[src/verilog/cachePkg.sv]
package cachePkg;

  // geometry
  localparam int AddrWidth    = 32;
  localparam int XLen         = 64;
  localparam int OffsetBits   = 5;
  localparam int IndexBits    = 6;
  localparam int TagBits      = 21;
  localparam int Sets         = 64;
  localparam int LineBits     = 256;
  localparam int BeatsPerLine = 4;

  // lookup view of a byte address
  typedef struct packed {
    logic [TagBits-1:0]              tag;
    logic [IndexBits-1:0]            index;
    logic [$clog2(BeatsPerLine)-1:0] wordSel;
    logic [$clog2(XLen/8)-1:0]       byteOff;
  } addrFields_t;

  // raw for the memory side, split for the lookup
  typedef union packed {
    logic [AddrWidth-1:0] raw;
    addrFields_t          f;
  } cacheAddr_u;

  typedef struct packed {
    cacheAddr_u addr;
  } cpuReq_t;

  typedef struct packed {
    logic [XLen-1:0] data;
  } cpuResp_t;

  typedef struct packed {
    logic [TagBits-1:0]   tag;
    logic [IndexBits-1:0] index;
    logic                 way;
  } refillReq_t;

  typedef struct packed {
    logic [IndexBits-1:0] index;
    logic                 way;
    logic [TagBits-1:0]   tag;
    logic [LineBits-1:0]  line;
  } lineFill_t;

  typedef struct packed {
    logic [IndexBits-1:0] index;
    logic                 way;
  } lruTouch_t;

endpackage

[src/verilog/cacheCtrl.sv]
module cacheCtrl import cachePkg::*; (
  input  logic                     clk,
  input  logic                     rst_n,
  input  logic                     reqValid_i,
  input  cpuReq_t                  req_i,
  output logic                     reqReady_o,
  output logic                     dataOk_o,
  output cpuResp_t                 resp_o,
  output logic                     rdEn_o,
  output logic [IndexBits-1:0]     rdIndex_o,
  input  logic [1:0][TagBits-1:0]  tags_i,
  input  logic [1:0]               valids_i,
  input  logic [1:0][LineBits-1:0] lines_i,
  input  logic                     lru_i,
  output logic                     touchValid_o,
  output lruTouch_t                touch_o,
  output logic                     refillStart_o,
  output refillReq_t               refill_o,
  input  logic                     fillValid_i,
  input  lineFill_t                fill_i
);

  typedef enum logic [1:0] {
    Idle,
    Compare,
    Refill,
    Reply
  } state_e;

  state_e state;
  state_e stateNext;

  cpuReq_t             reqQ;
  logic [1:0]          hitWay;
  logic                cacheHit;
  logic [LineBits-1:0] hitLine;
  logic                replyNow;
  logic [XLen-1:0]     replyWord;

  function automatic logic [XLen-1:0] pickWord(
    input logic [LineBits-1:0]             line,
    input logic [$clog2(BeatsPerLine)-1:0] sel
  );
    return line[sel*XLen +: XLen];
  endfunction

  // accept in idle, reply, or while a hit retires
  assign reqReady_o = (state == Idle) || (state == Reply) ||
                      ((state == Compare) && cacheHit);
  assign rdEn_o     = reqValid_i && reqReady_o;
  assign rdIndex_o  = req_i.addr.f.index;

  always_ff @(posedge clk) begin
    if (rdEn_o) begin
      reqQ <= req_i;
    end
  end

  // two-way tag compare
  always_comb begin
    for (int w = 0; w < 2; w++) begin
      hitWay[w] = valids_i[w] && (tags_i[w] == reqQ.addr.f.tag);
    end
  end

  assign cacheHit = |hitWay;
  assign hitLine  = hitWay[1] ? lines_i[1] : lines_i[0];

  always_comb begin
    stateNext = state;
    case (state)
      Idle, Reply: begin
        stateNext = reqValid_i ? Compare : Idle;
      end
      Compare: begin
        if (!cacheHit) begin
          stateNext = Refill;
        end else begin
          stateNext = reqValid_i ? Compare : Idle;
        end
      end
      Refill: begin
        if (fillValid_i) begin
          stateNext = Reply;
        end
      end
      default: stateNext = Idle;
    endcase
  end

  always_ff @(posedge clk or negedge rst_n) begin
    if (!rst_n) begin
      state <= Idle;
    end else begin
      state <= stateNext;
    end
  end

  assign touchValid_o  = (state == Compare) && cacheHit;
  assign touch_o.index = reqQ.addr.f.index;
  assign touch_o.way   = hitWay[1];

  // miss goes to the lru victim
  assign refillStart_o  = (state == Compare) && !cacheHit;
  assign refill_o.tag   = reqQ.addr.f.tag;
  assign refill_o.index = reqQ.addr.f.index;
  assign refill_o.way   = lru_i;

  assign replyNow  = touchValid_o || ((state == Refill) && fillValid_i);
  assign replyWord = (state == Refill) ? pickWord(fill_i.line, reqQ.addr.f.wordSel)
                                       : pickWord(hitLine, reqQ.addr.f.wordSel);

  always_ff @(posedge clk or negedge rst_n) begin
    if (!rst_n) begin
      dataOk_o <= 1'b0;
    end else begin
      dataOk_o <= replyNow;
    end
  end

  always_ff @(posedge clk) begin
    if (replyNow) begin
      resp_o.data <= replyWord;
    end
  end

  reqOnlyWhenReady: assert property (
    @(posedge clk) disable iff (!rst_n) reqValid_i |-> reqReady_o
  );

  // the store never keeps one tag in both ways of a set
  noDoubleHit: assert property (
    @(posedge clk) disable iff (!rst_n) (state == Compare) |-> !(&hitWay)
  );

endmodule

[config.mk]
export PLATFORM = sky130hd
export DESIGN_NAME = cacheCtrl
export DESIGN_NICKNAME = d
export VERILOG_FILES = /design/src/verilog/cachePkg.sv /design/src/verilog/cacheCtrl.sv
export SDC_FILE = /design/constraint.sdc
export NUM_CORES = 1
export LEC_CHECK = 0
export ABC_AREA = 1
export BUFFER_PORTS_ARGS = -buffer_cell sky130_fd_sc_hd__buf_2
export CAP_MARGIN = 25
export CORE_AREA = 2 2 385 387
export CTS_CLUSTER_DIAMETER = 30
export DETAILED_ROUTE_END_ITERATION = 10
export DIE_AREA = 0 0 387 389
export PLACE_DENSITY_LB_ADDON = 0.2
export SLEW_MARGIN = 20
export SYNTH_ARGS = -nofsm -noshare
export SYNTH_HDL_FRONTEND = slang
export SYNTH_SLANG_ARGS = --single-unit
[constraint.sdc]
create_clock -name clk -period 5.9 [get_ports clk]
set_clock_uncertainty 0.15 [all_clocks]
set_input_delay 1.18 -clock clk [delete_from_list [all_inputs] [get_ports clk]]
set_output_delay 1.18 -clock clk [all_outputs]
set_load 0.005 [all_outputs]
==> out/metrics.cfg <==
[finish]
postLayoutCellArea_um2 = 20000
fin_cells = 5163
finalNetCount = 4100
final_common_cell = buf_2
drive_gt1_frac = 0.318
final_cell_mix = buf_2, nand2_1, nor2_1
finish.utilization = 0.136
syn_to_final_growth_pct = 51.8

[drt]
wl_per_cell_um = 20.5
vias = 19600
drtIter0Drc = 1182
first_pass_iters = 5
vias_per_cell = 3.80
drc_errors = 0
ant_nets = 0
routed_wl_um = 106000

[clock_tree]
clock_sinks = 96
cts_repair_resize_count = 0
cts_tree = built
cts_buffers = 9
path_clk_slew_ns = 0.10
clockBufferDepth = 2
htreeDepth = 3
cts_root_buf = clkbuf_16
post_cts_buffers = 0
cts_hold_buffers = 0
clock_latency_ns = 0.45

[power_and_ir_drop]
power.share.switching = 0.521
p_int_mw = 2.13
power_frac_comb = 0.613
p_per_area_nw_per_um2 = 223
p_leak_nw = 10.5
finalPower_mw = 4.44
power_switching_mw = 2.32
peakVddDrop_uv = 168
power_frac_seq = 0.230
clock_power_share = 0.157

[synth]
seq_area_frac_synth = 0.218
synth_seq_cells = 96
synthesis.area_um2 = 13200
avgSynthCellArea_um2 = 5.34
synth_fp_nets = 3343
yosysWarnings = 0
synth_cell_types = 29
synthCells = 2464

[critical_path]
cpMaxStageDelayCell = nand3_4
r2r-start = reqQ[15]
critPathLaunch = tags_i[25]
cpPeakStageDelay_ns = 0.62
crit_path_end_kind = output port
worstPathCellList = buf_2 > nor2_1 > nor2_1 > nor2_1 > nand2_1 > nor2_4 > nand3_4 > buf_4 > inv_1 > buf_2
worstSetupStartpointType = input pin
cp.arrival_ns = 3.37
critPathRequiredTime_ns = 4.57
cp_max_fo = 32
critPathKind = in2out
cp_top_family = simple AND/OR/NAND/NOR gates
crit_top_cell = nor2_1
critPathBufInv = 4

[timing]
rsz0062_at_grt = false
drv_slew = 0
min_period_over_period = 0.796
tightestPinTransition_ns = 0.938
fin_ws_ns = 1.20
fmax_mhz = 213
holdWs_ns = 0.381
slew_headroom = 0.375
hold_viol_final = 0
tns_ns = 0
post-route-min-period_ns = 4.70
finalSetupViolations = 0

[global_route]
grt_pass1_wl_um = 144000
grt_pass1_vias = 19000
grt_overflow = 0
grtUsageTotal = 0.134
antenna_found_initial = 31
grt_max_degree = 127

[min_path]
min_path_type = in2async

[place]
place_congestion = 0.899
port_buffers = 953
dp_hpwl_um = 83200
place_area_um2 = 19700
placed_cells = 5140
place_ws_ns = 1.08

[die]
io_pins = 987
die_x_um = 387
row_count = 141
initial_utilization = 0.0897
coreArea_um2 = 147000
die_area_um2 = 151000
die_h_um = 389

[run]
drv_cap = 0

[outcome]
status = complete, no violations

-- synthesized netlist by cell type --
master,count,area (µm²)
nor4_1,1,6.26
o21ai_0,4,20.0
nand3_1,270,1350
clkinv_1,1,3.75
nor3_1,7,35.0
a21boi_0,2,15.0
nand4_1,265,1660
xor2_1,1,8.76
edfxtp_1,93,2790
or2_2,1,6.26
inv_2,7,26.3
nor2_1,547,2050
nor2b_1,1,6.26
buf_2,106,531
dfrtp_1,3,75.1
nor2_2,3,18.8
a21oi_1,1,5.00
nand3_2,1,10.0
inv_1,57,214
nand2_1,937,3520
buf_1,27,101
nor3b_1,1,7.51
o211ai_1,1,7.51
ha_1,2,25.0
clkbuf_1,76,285
buf_4,40,300
xnor2_1,6,52.6
o22ai_1,2,12.5
or3_1,1,6.26
-- worst paths after layout --
check	endpoint	slack (ns)	depth (start not counted)
worst max-delay path	touch_o[0]	1.20	10
worst min-delay path	dataOk_o	0.38	1
worst max register to register	resp_o[16]	2.15	13
worst min register to register	state[1]	0.42	2
max in group asynchronous	state[0]	5.09	1
min in group clk	state[1]	0.42	2
-- registers in the layout (all words and copies together), names as in the netlist --
name	cells
dataOk_o	1
reqQ	29
resp_o	64
state	2
-- layer usage --
| layer | up-vias | GRT usage | wire, µm |
|---|---|---|---|
| li1 | 9551 | - | - |
| met1 | 9202 | 0.171 | 45700 |
| met2 | 753 | 0.223 | 50000 |
| met3 | 92 | 0.0328 | 7300 |
| met4 | 24 | 0.0375 | 2370 |
| met5 | - | 0 | 155 |
-- layout make-up --
class | instances | area (µm²)
Tap cell | 1930 | 2410
Clock buffer | 9 | 225
Sequential cell | 96 | 2870
Timing Repair Buffer | 995 | 5260
Clock inverter | 7 | 60.1
Multi-Input combinational cell | 2054 | 8860
Inverter | 65 | 259
Antenna cell | 7 | 17.5
Fill cell | 17600 | 127000
-- power by group through the flow --
| stage | registers, mW | clock network (mW) | logic (mW) |
|---|---|---|---|
| floorplan | 1.02 | 0 | 1.57 |
| detailed placement | 1.04 | 0 | 2.78 |
| global route | 1.04 | 0.777 | 3.07 |
| CTS | 1.02 | 0.770 | 2.79 |
| global placement | 1.04 | 0 | 2.80 |
| finish | 1.02 | 0.699 | 2.73 |
-- kinds of logic (layout without fill, tap and decap cells) --
logic type,Yosys count,after routing,share of synthesized area
and+or+nand+nor,2035,2035,0.660
buffers and inverters,314,1076,0.111
DFF,96,96,0.218
AOI/OAI and AO/OA,10,10,0.00457
xor gates and xnor gates,7,7,0.00466
adders and majority gates,2,2,0.00190
other,0,7,0
Power figures use the tool's default switching activity.
