File: config.mk
export PLATFORM = sky130hd
export DESIGN_NAME = refillUnit
export DESIGN_NICKNAME = d
export VERILOG_FILES = /design/src/verilog/cachePkg.sv /design/src/verilog/refillUnit.sv
export SDC_FILE = /design/constraint.sdc
export NUM_CORES = 1
export LEC_CHECK = 0
export BUFFER_PORTS_ARGS = -buffer_cell sky130_fd_sc_hd__buf_2
export CORE_MARGIN = 3
export CORE_UTILIZATION = 30
export CTS_CLUSTER_SIZE = 25
export DETAILED_ROUTE_END_ITERATION = 12
export REMOVE_ABC_BUFFERS = 1
export SYNTH_ARGS = -nofsm -noshare
export SYNTH_HDL_FRONTEND = slang
export SYNTH_SLANG_ARGS = --single-unit
File: constraint.sdc
create_clock -name clk -period 4.2 [get_ports clk]
set_input_delay 0.63 -clock clk [delete_from_list [all_inputs] [get_ports clk]]
set_output_delay 0.63 -clock clk [all_outputs]
set_load 0.05 [all_outputs]
File: src/verilog/cachePkg.sv
package cachePkg;

  // geometry
  localparam int AddrWidth    = 32;
  localparam int XLen         = 64;
  localparam int OffsetBits   = 5;
  localparam int IndexBits    = 6;
  localparam int TagBits      = 21;
  localparam int Sets         = 64;
  localparam int LineBits     = 256;
  localparam int BeatsPerLine = 4;

  // lookup view of a byte address
  typedef struct packed {
    logic [TagBits-1:0]              tag;
    logic [IndexBits-1:0]            index;
    logic [$clog2(BeatsPerLine)-1:0] wordSel;
    logic [$clog2(XLen/8)-1:0]       byteOff;
  } addrFields_t;

  // raw for the memory side, split for the lookup
  typedef union packed {
    logic [AddrWidth-1:0] raw;
    addrFields_t          f;
  } cacheAddr_u;

  typedef struct packed {
    cacheAddr_u addr;
  } cpuReq_t;

  typedef struct packed {
    logic [XLen-1:0] data;
  } cpuResp_t;

  typedef struct packed {
    logic [TagBits-1:0]   tag;
    logic [IndexBits-1:0] index;
    logic                 way;
  } refillReq_t;

  typedef struct packed {
    logic [IndexBits-1:0] index;
    logic                 way;
    logic [TagBits-1:0]   tag;
    logic [LineBits-1:0]  line;
  } lineFill_t;

  typedef struct packed {
    logic [IndexBits-1:0] index;
    logic                 way;
  } lruTouch_t;

endpackage

File: src/verilog/refillUnit.sv
module refillUnit import cachePkg::*; (
  input  logic                 clk,
  input  logic                 rst_n,
  input  logic                 refillStart_i,
  input  refillReq_t           refill_i,
  output logic                 memReq_o,
  output logic [AddrWidth-1:0] memAddr_o,
  input  logic                 memBeatValid_i,
  input  logic [XLen-1:0]      memBeat_i,
  input  logic                 memLast_i,
  output logic                 fillValid_o,
  output lineFill_t            fill_o
);

  refillReq_t                              reqQ;
  cacheAddr_u                              lineAddr;
  logic [$clog2(BeatsPerLine)-1:0]         beatCnt;
  logic [BeatsPerLine-1:0][XLen-1:0]       lineBuf;

  // line-aligned address built from the field view
  always_comb begin
    lineAddr.f.tag     = refill_i.tag;
    lineAddr.f.index   = refill_i.index;
    lineAddr.f.wordSel = '0;
    lineAddr.f.byteOff = '0;
  end

  always_ff @(posedge clk) begin
    if (refillStart_i) begin
      reqQ      <= refill_i;
      memAddr_o <= lineAddr.raw;
    end
    if (memBeatValid_i) begin
      lineBuf[beatCnt] <= memBeat_i;
    end
  end

  always_ff @(posedge clk or negedge rst_n) begin
    if (!rst_n) begin
      memReq_o    <= 1'b0;
      fillValid_o <= 1'b0;
      beatCnt     <= '0;
    end else begin
      memReq_o    <= refillStart_i;
      fillValid_o <= memBeatValid_i && memLast_i;
      if (refillStart_i) begin
        beatCnt <= '0;
      end else if (memBeatValid_i) begin
        beatCnt <= memLast_i ? '0 : beatCnt + 1'b1;
      end
    end
  end

  // beats land in ascending word order
  assign fill_o.index = reqQ.index;
  assign fill_o.way   = reqQ.way;
  assign fill_o.tag   = reqQ.tag;
  assign fill_o.line  = lineBuf;

  lastOnFourthBeat: assert property (
    @(posedge clk) disable iff (!rst_n)
    memBeatValid_i |-> (memLast_i == (beatCnt == BeatsPerLine - 1))
  );

endmodule
==> flow_summary.toml, run 1 <==
[timing]
setup_viol = 0
grt_setup_unrepaired = "false"
post-route-period-util = 0.459
fin_skew_ns = 0.00896
period_minus_slack_ns = 1.93
hold_viol_final = 0
setup_tns_ns = 0
drv_slew = 0
fmax_ghz = 0.519
slew_headroom = 0.328
tightest_slew_ns = 1.01

[run_status]
status = "finished clean"

[final_layout]
layout-drive-gt1-share = 0.590
finalNonFillerCells = 1155
diodes = 0
syn2layout_area_growth_pct = 36.1
nets = 850
fill_cells = 2630
design_area_sq_um = 12300

[cts]
post_cts_buffers = 0
clock_path_buffers = 3
cts_sinks = 288
clkLatencyLatePin_ns = 0.53
cts_resized = 0
cts-htree-levels = 1
cts.hold.buffers_added = 1
clk_pin_slew_worst_paths_ns = 0.06
cts_buffers = 28
ctsRootBufferMaster = "clkbuf_16"
cts_tree = "built"

[flow_run]
maxCapViolCount = 0

[global_route]
grt_util_all_layers = 0.112
grt_pass1_wl_um = 27100
grt_max_degree = 65
grt_pass1_vias = 4533
overflow = 0
grt_antenna_before_repair = 1

[placed_design]
dp_hpwl_um = 13700
dp_cells = 1102
place_area_sq_um = 11300
portBuffers = 409
place.gp.congestion = 0.766

[detailed_routing]
postRouteAntennaNets = 0
drtPass1Iterations = 4
routed.top_layer = "met5"
finalWirelength_um = 19900
vias = 4738
post_drt_wl_per_cell_um = 17.3
route.met3.wl_um = 1950
met1_length_um = 7210
met2_length_um = 10200
first_iter_violations = 290
drc = 0
viasPerCell = 4.10

[critical_path]
crit_required_ns = 4.34
critPathKind = "reg2reg"
endpoint_kind = "flip-flop"
crit_path_max_fanout = 64
cp-startpoint = "beatCnt[0]"
crit_path_start_kind = "flip-flop"
rr_startpoint = "beatCnt[0]"
crit_arrival_ns = 2.07

[floorplanning]
die_area_sq_um = 32100
io_pins = 415
core-area_sq_um = 29200
start_util = 0.309
die_h_um = 179
die_w_um = 179
row_count = 62

[logic_synthesis]
yosys-top-cells-area = "edfxtp_1 (95%), buf_4 (2.7%), dfrtp_1 (1.1%)"
yosysTopAreaCellShare = 0.947
synthCells = 337
synth_cell_types = 12
ys_seq_area_frac = 0.958
synth-seq-cells = 288
syn_avg_cell_area_sq_um = 26.7
ys_warn_count = 0
synth_area_sq_um = 9000
yosysTopAreaCell = "edfxtp_1"

[pwr]
clkPwrFrac = 0.388
combPwrFrac = 0.094
switching_share = 0.235
seqPwrFrac = 0.518
ir_drop_uv = 280
p_int_mw = 4.86
p_leak_nw = 4.83
power_density_nw_per_um2 = 519
switching_power_mw = 1.49

[hold_path]
min-delay-start = "refill_i[15]"
hp-class = "in2reg"
[metrics by stage]
stage               hold slack (ns)  power (mW)   util  worst slack, ns
floorplan                     0.334        3.76      -             2.32
global placement              0.442        3.95  0.388             2.13
detailed placement            0.444        3.95  0.388             2.10
CTS                           0.248        6.43  0.420             2.22
global route                  0.248        6.58  0.420             2.14
finish                        0.275        6.36  0.420             2.27
[cell type report]
class                           instances  area, sq um  share of cell area
Clock inverter                         20          194              0.0158
Clock buffer                           32          737              0.0602
Timing Repair Buffer                  410         2060               0.168
Inverter                                2         7.51            0.000613
Multi-Input combinational cell         19          148              0.0121
Sequential cell                       288         8630               0.704
Tap cell                              384          480              0.0392
[critical path, stage by stage (launching register included)]
cell,delay [ns]
dfrtp_1,0.42
inv_1,0.13
ha_1,0.16
and2_4,0.78
[cell usage after synthesis]
| cell type | n |
|---|---|
| and2_2 | 5 |
| ha_1 | 4 |
| nand3b_1 | 1 |
| nand2b_1 | 1 |
| conb_1 | 1 |
| buf_4 | 32 |
| dfrtp_1 | 4 |
| inv_1 | 2 |
| edfxtp_1 | 284 |
| or4b_1 | 1 |
| a21oi_1 | 1 |
| o31ai_1 | 1 |
[cell families after synthesis]
family,count (synthesis),synth area share
flops,288,0.958
simple gates,8,0.00681
compound gates,2,0.00139
other cells,1,0.000416
buf+inv,34,0.0275
fa+ha+maj,4,0.00556
[routing by layer]
layer / global-route usage / vias up
li1: - / 2124
met1: 0.126 / 2262
met2: 0.204 / 301
met3: 0.0290 / 49
met4: 0.0441 / 2
met5: 0 / -
[cells in the final DEF, fill, tap and decap left out]
cell type      count
nand3b_1           1
ha_1               4
nand2b_1           1
o31ai_1            1
bufinv_16          4
dlygate4sd3_1      1
and2_2             1
dfrtp_1            4
clkbuf_1           3
clkinv_4           1
and2_4             4
or4b_1             1
clkinv_1           8
clkbuf_16         29
a21oi_1            1
buf_2            409
edfxtp_1         284
clkinv_2           7
inv_1              2
conb_1             5
[state kept, by name (all words and copies together), names as in the netlist]
signal       cells
fillValid_o      1
memReq_o         1
beatCnt          2
fill_o         283
memAddr_o        1
[final timing paths]
kind / end / slack, ns / cells past startpoint
setup / recovery: fill_o[19] / 2.27 / 3
min in group asynchronous: fillValid_o / 0.45 / 2
max in group asynchronous: memReq_o / 3.63 / 2
hold / removal: fill_o[264] / 0.27 / 1
setup reg to reg: fill_o[19] / 2.27 / 3
hold reg to reg: beatCnt[1] / 0.59 / 2
[power groups by stage]
stage	Sequential [mW]	Combinational (mW)	Clock, mW
finish	3.29	0.595	2.47
global route	3.30	0.620	2.66
CTS	3.29	0.601	2.53
detailed placement	3.35	0.602	0
global placement	3.35	0.596	0
floorplan	3.72	0.0355	0
Power figures use the tool's default switching activity.
==> inputs of run 2 (changes only) <==
==> constraint.sdc (replaced) <==
create_clock -name clk -period 1.9 [get_ports clk]
set_input_delay 0.285 -clock clk [delete_from_list [all_inputs] [get_ports clk]]
set_output_delay 0.285 -clock clk [all_outputs]
set_load 0.05 [all_outputs]
==> run 2 against run 1 <==
Effect of this change: final cell count rose by 9.1%; critical path depth shrank 2; count of clock-buffer cells in the layout unchanged; first-iteration DRC count down 11%; sequential power grew 120%; clock power rose by 130%; combinational power rose to 2.5 times the previous value; non-clock buffer count up 103; wire length is 9.7% higher; sequential share of layout area shrank 6.1 points.
==> flow_summary.toml, run 2 (synthesized netlist as in run 1, its figures left out) <==
[run_status]
status = "finished clean"

[critical_path]
crit_path_cell_trace = "buf_2"
crit_required_ns = 1.62
crit_slowest_cell = "edfxtp_1"
cp_slowest_stage_delay_ns = 0.42
crit_buf_inv = 1
rr_startpoint = "beatCnt[0]"
crit_path_max_fanout = 2
crit_path_start_kind = "flip-flop"
critical-path-top-delay-family = "flip-flops"
cp-startpoint = "fill_o[264]"
r2r_slack_ns = 0.41
endpoint_kind = "output port"
critPathKind = "reg2out"
crit_arrival_ns = 1.24

[cts]
cts_sinks = 288
cts_buffers = 29
clkLatencyLatePin_ns = 0.53
post_cts_buffers = 0
cts_tree = "built"
ctsRootBufferMaster = "clkbuf_16"
cts-htree-levels = 1
clock_path_buffers = 3
clk_pin_slew_worst_paths_ns = 0.06

[floorplanning]
die_area_sq_um = 32100
core-area_sq_um = 29200
die_h_um = 179
die_w_um = 179
row_count = 62
io_pins = 415
start_util = 0.309

[placed_design]
dp_hpwl_um = 15000
portBuffers = 409
dp_cells = 1112
place.gp.congestion = 0.734

[detailed_routing]
finalWirelength_um = 21900
vias = 5158
postRouteAntennaNets = 0
drc = 0
post_drt_wl_per_cell_um = 17.4
drtPass1Iterations = 5
first_iter_violations = 258
viasPerCell = 4.09

[pwr]
p_leak_nw = 5.31
power_density_nw_per_um2 = 1090
ir_drop_uv = 835

[final_layout]
fin_util = 0.460
layout-drive-gt1-share = 0.533
finalNonFillerCells = 1260
syn2layout_area_growth_pct = 49.0
nets = 954
mostFrequentLayoutCells = "buf_2 (409), edfxtp_1 (284), dlygate4sd3_1 (94)"
largest_reg_flops = 283
layout_commonest_cell = "buf_2"
fill_cells = 2511

[timing]
fin_hold_ws_ns = 0.0698
fin_skew_ns = 0.0150
post-route-period-util = 0.803
hold_viol_final = 0
fmax_ghz = 0.655
setup_viol = 0
setup_tns_ns = 0
slew_headroom = 0.618
period_minus_slack_ns = 1.53
grt_setup_unrepaired = "false"
tightest_slew_ns = 0.573
drv_slew = 0

[global_route]
grt_pass1_wl_um = 30300
grt_util_all_layers = 0.125
grt_antenna_before_repair = 1
grt_max_degree = 41
grt_pass1_vias = 5311
overflow = 0

[hold_path]
min-delay-start = "memBeatValid_i"
hp-class = "in2reg"

[flow_run]
maxCapViolCount = 0
## run 2: changes by cell type in the layout (fill, tap and decap cells not counted), sizes merged
cell / before / now
dlygate4sd3: 1 / 94
buf: 409 / 419
clkinv: 16 / 11
bufinv: 4 / 6
clkinvlp: 0 / 2
inv: 2 / 4
diode: 0 / 1
## run 2: final timing paths
path | endpoint | depth (start not counted)
min | beatCnt[0] | 2
max reg2reg | fill_o[191] | 4
min reg2reg | beatCnt[1] | 2
max | fill_o[264] | 1
max in group asynchronous | beatCnt[1] | 2
min in group asynchronous | memReq_o | 2
## run 2: timing repair
action                    4_1_cts  5_1_grt
gates resized for setup         0        0
hold buffers                   93        1
hold endpoints to repair      285        4
## run 2: stage by stage
step                instance area, sq um  power, mW  setup WS [ns]
global placement                   11500       8.76          0.399
detailed placement                 11500       8.77          0.393
finish                             13400       14.6          0.374
floorplan                           8780       8.30         0.0367
CTS                                13400       14.8          0.316
global route                       13400       15.1          0.331
## run 2: routing by layer
metal,wire [um],vias up,GRT usage
met3,2070,53,0.0347
met5,0,-,0
li1,-,2330,-
met4,694,0,0.0493
met1,7710,2455,0.133
met2,11400,320,0.231
## run 2: power by group
group,internal [mW],leakage [nW],switching (mW)
logic,0.373,2.16,1.13
clock network,3.60,0.479,2.20
registers,7.21,2.68,0.0698
## run 2: layout make-up
class / count / area [sq um] / share of cell area
inverter: 2 / 7.51 / 0.000560
sequential: 288 / 8630 / 0.643
multi-input combinational: 19 / 148 / 0.0110
clock buffer: 32 / 737 / 0.0549
timing repair buffer: 513 / 3150 / 0.235
tap: 384 / 480 / 0.0358
antenna: 1 / 2.50 / 0.000187
clock inverter: 21 / 258 / 0.0192
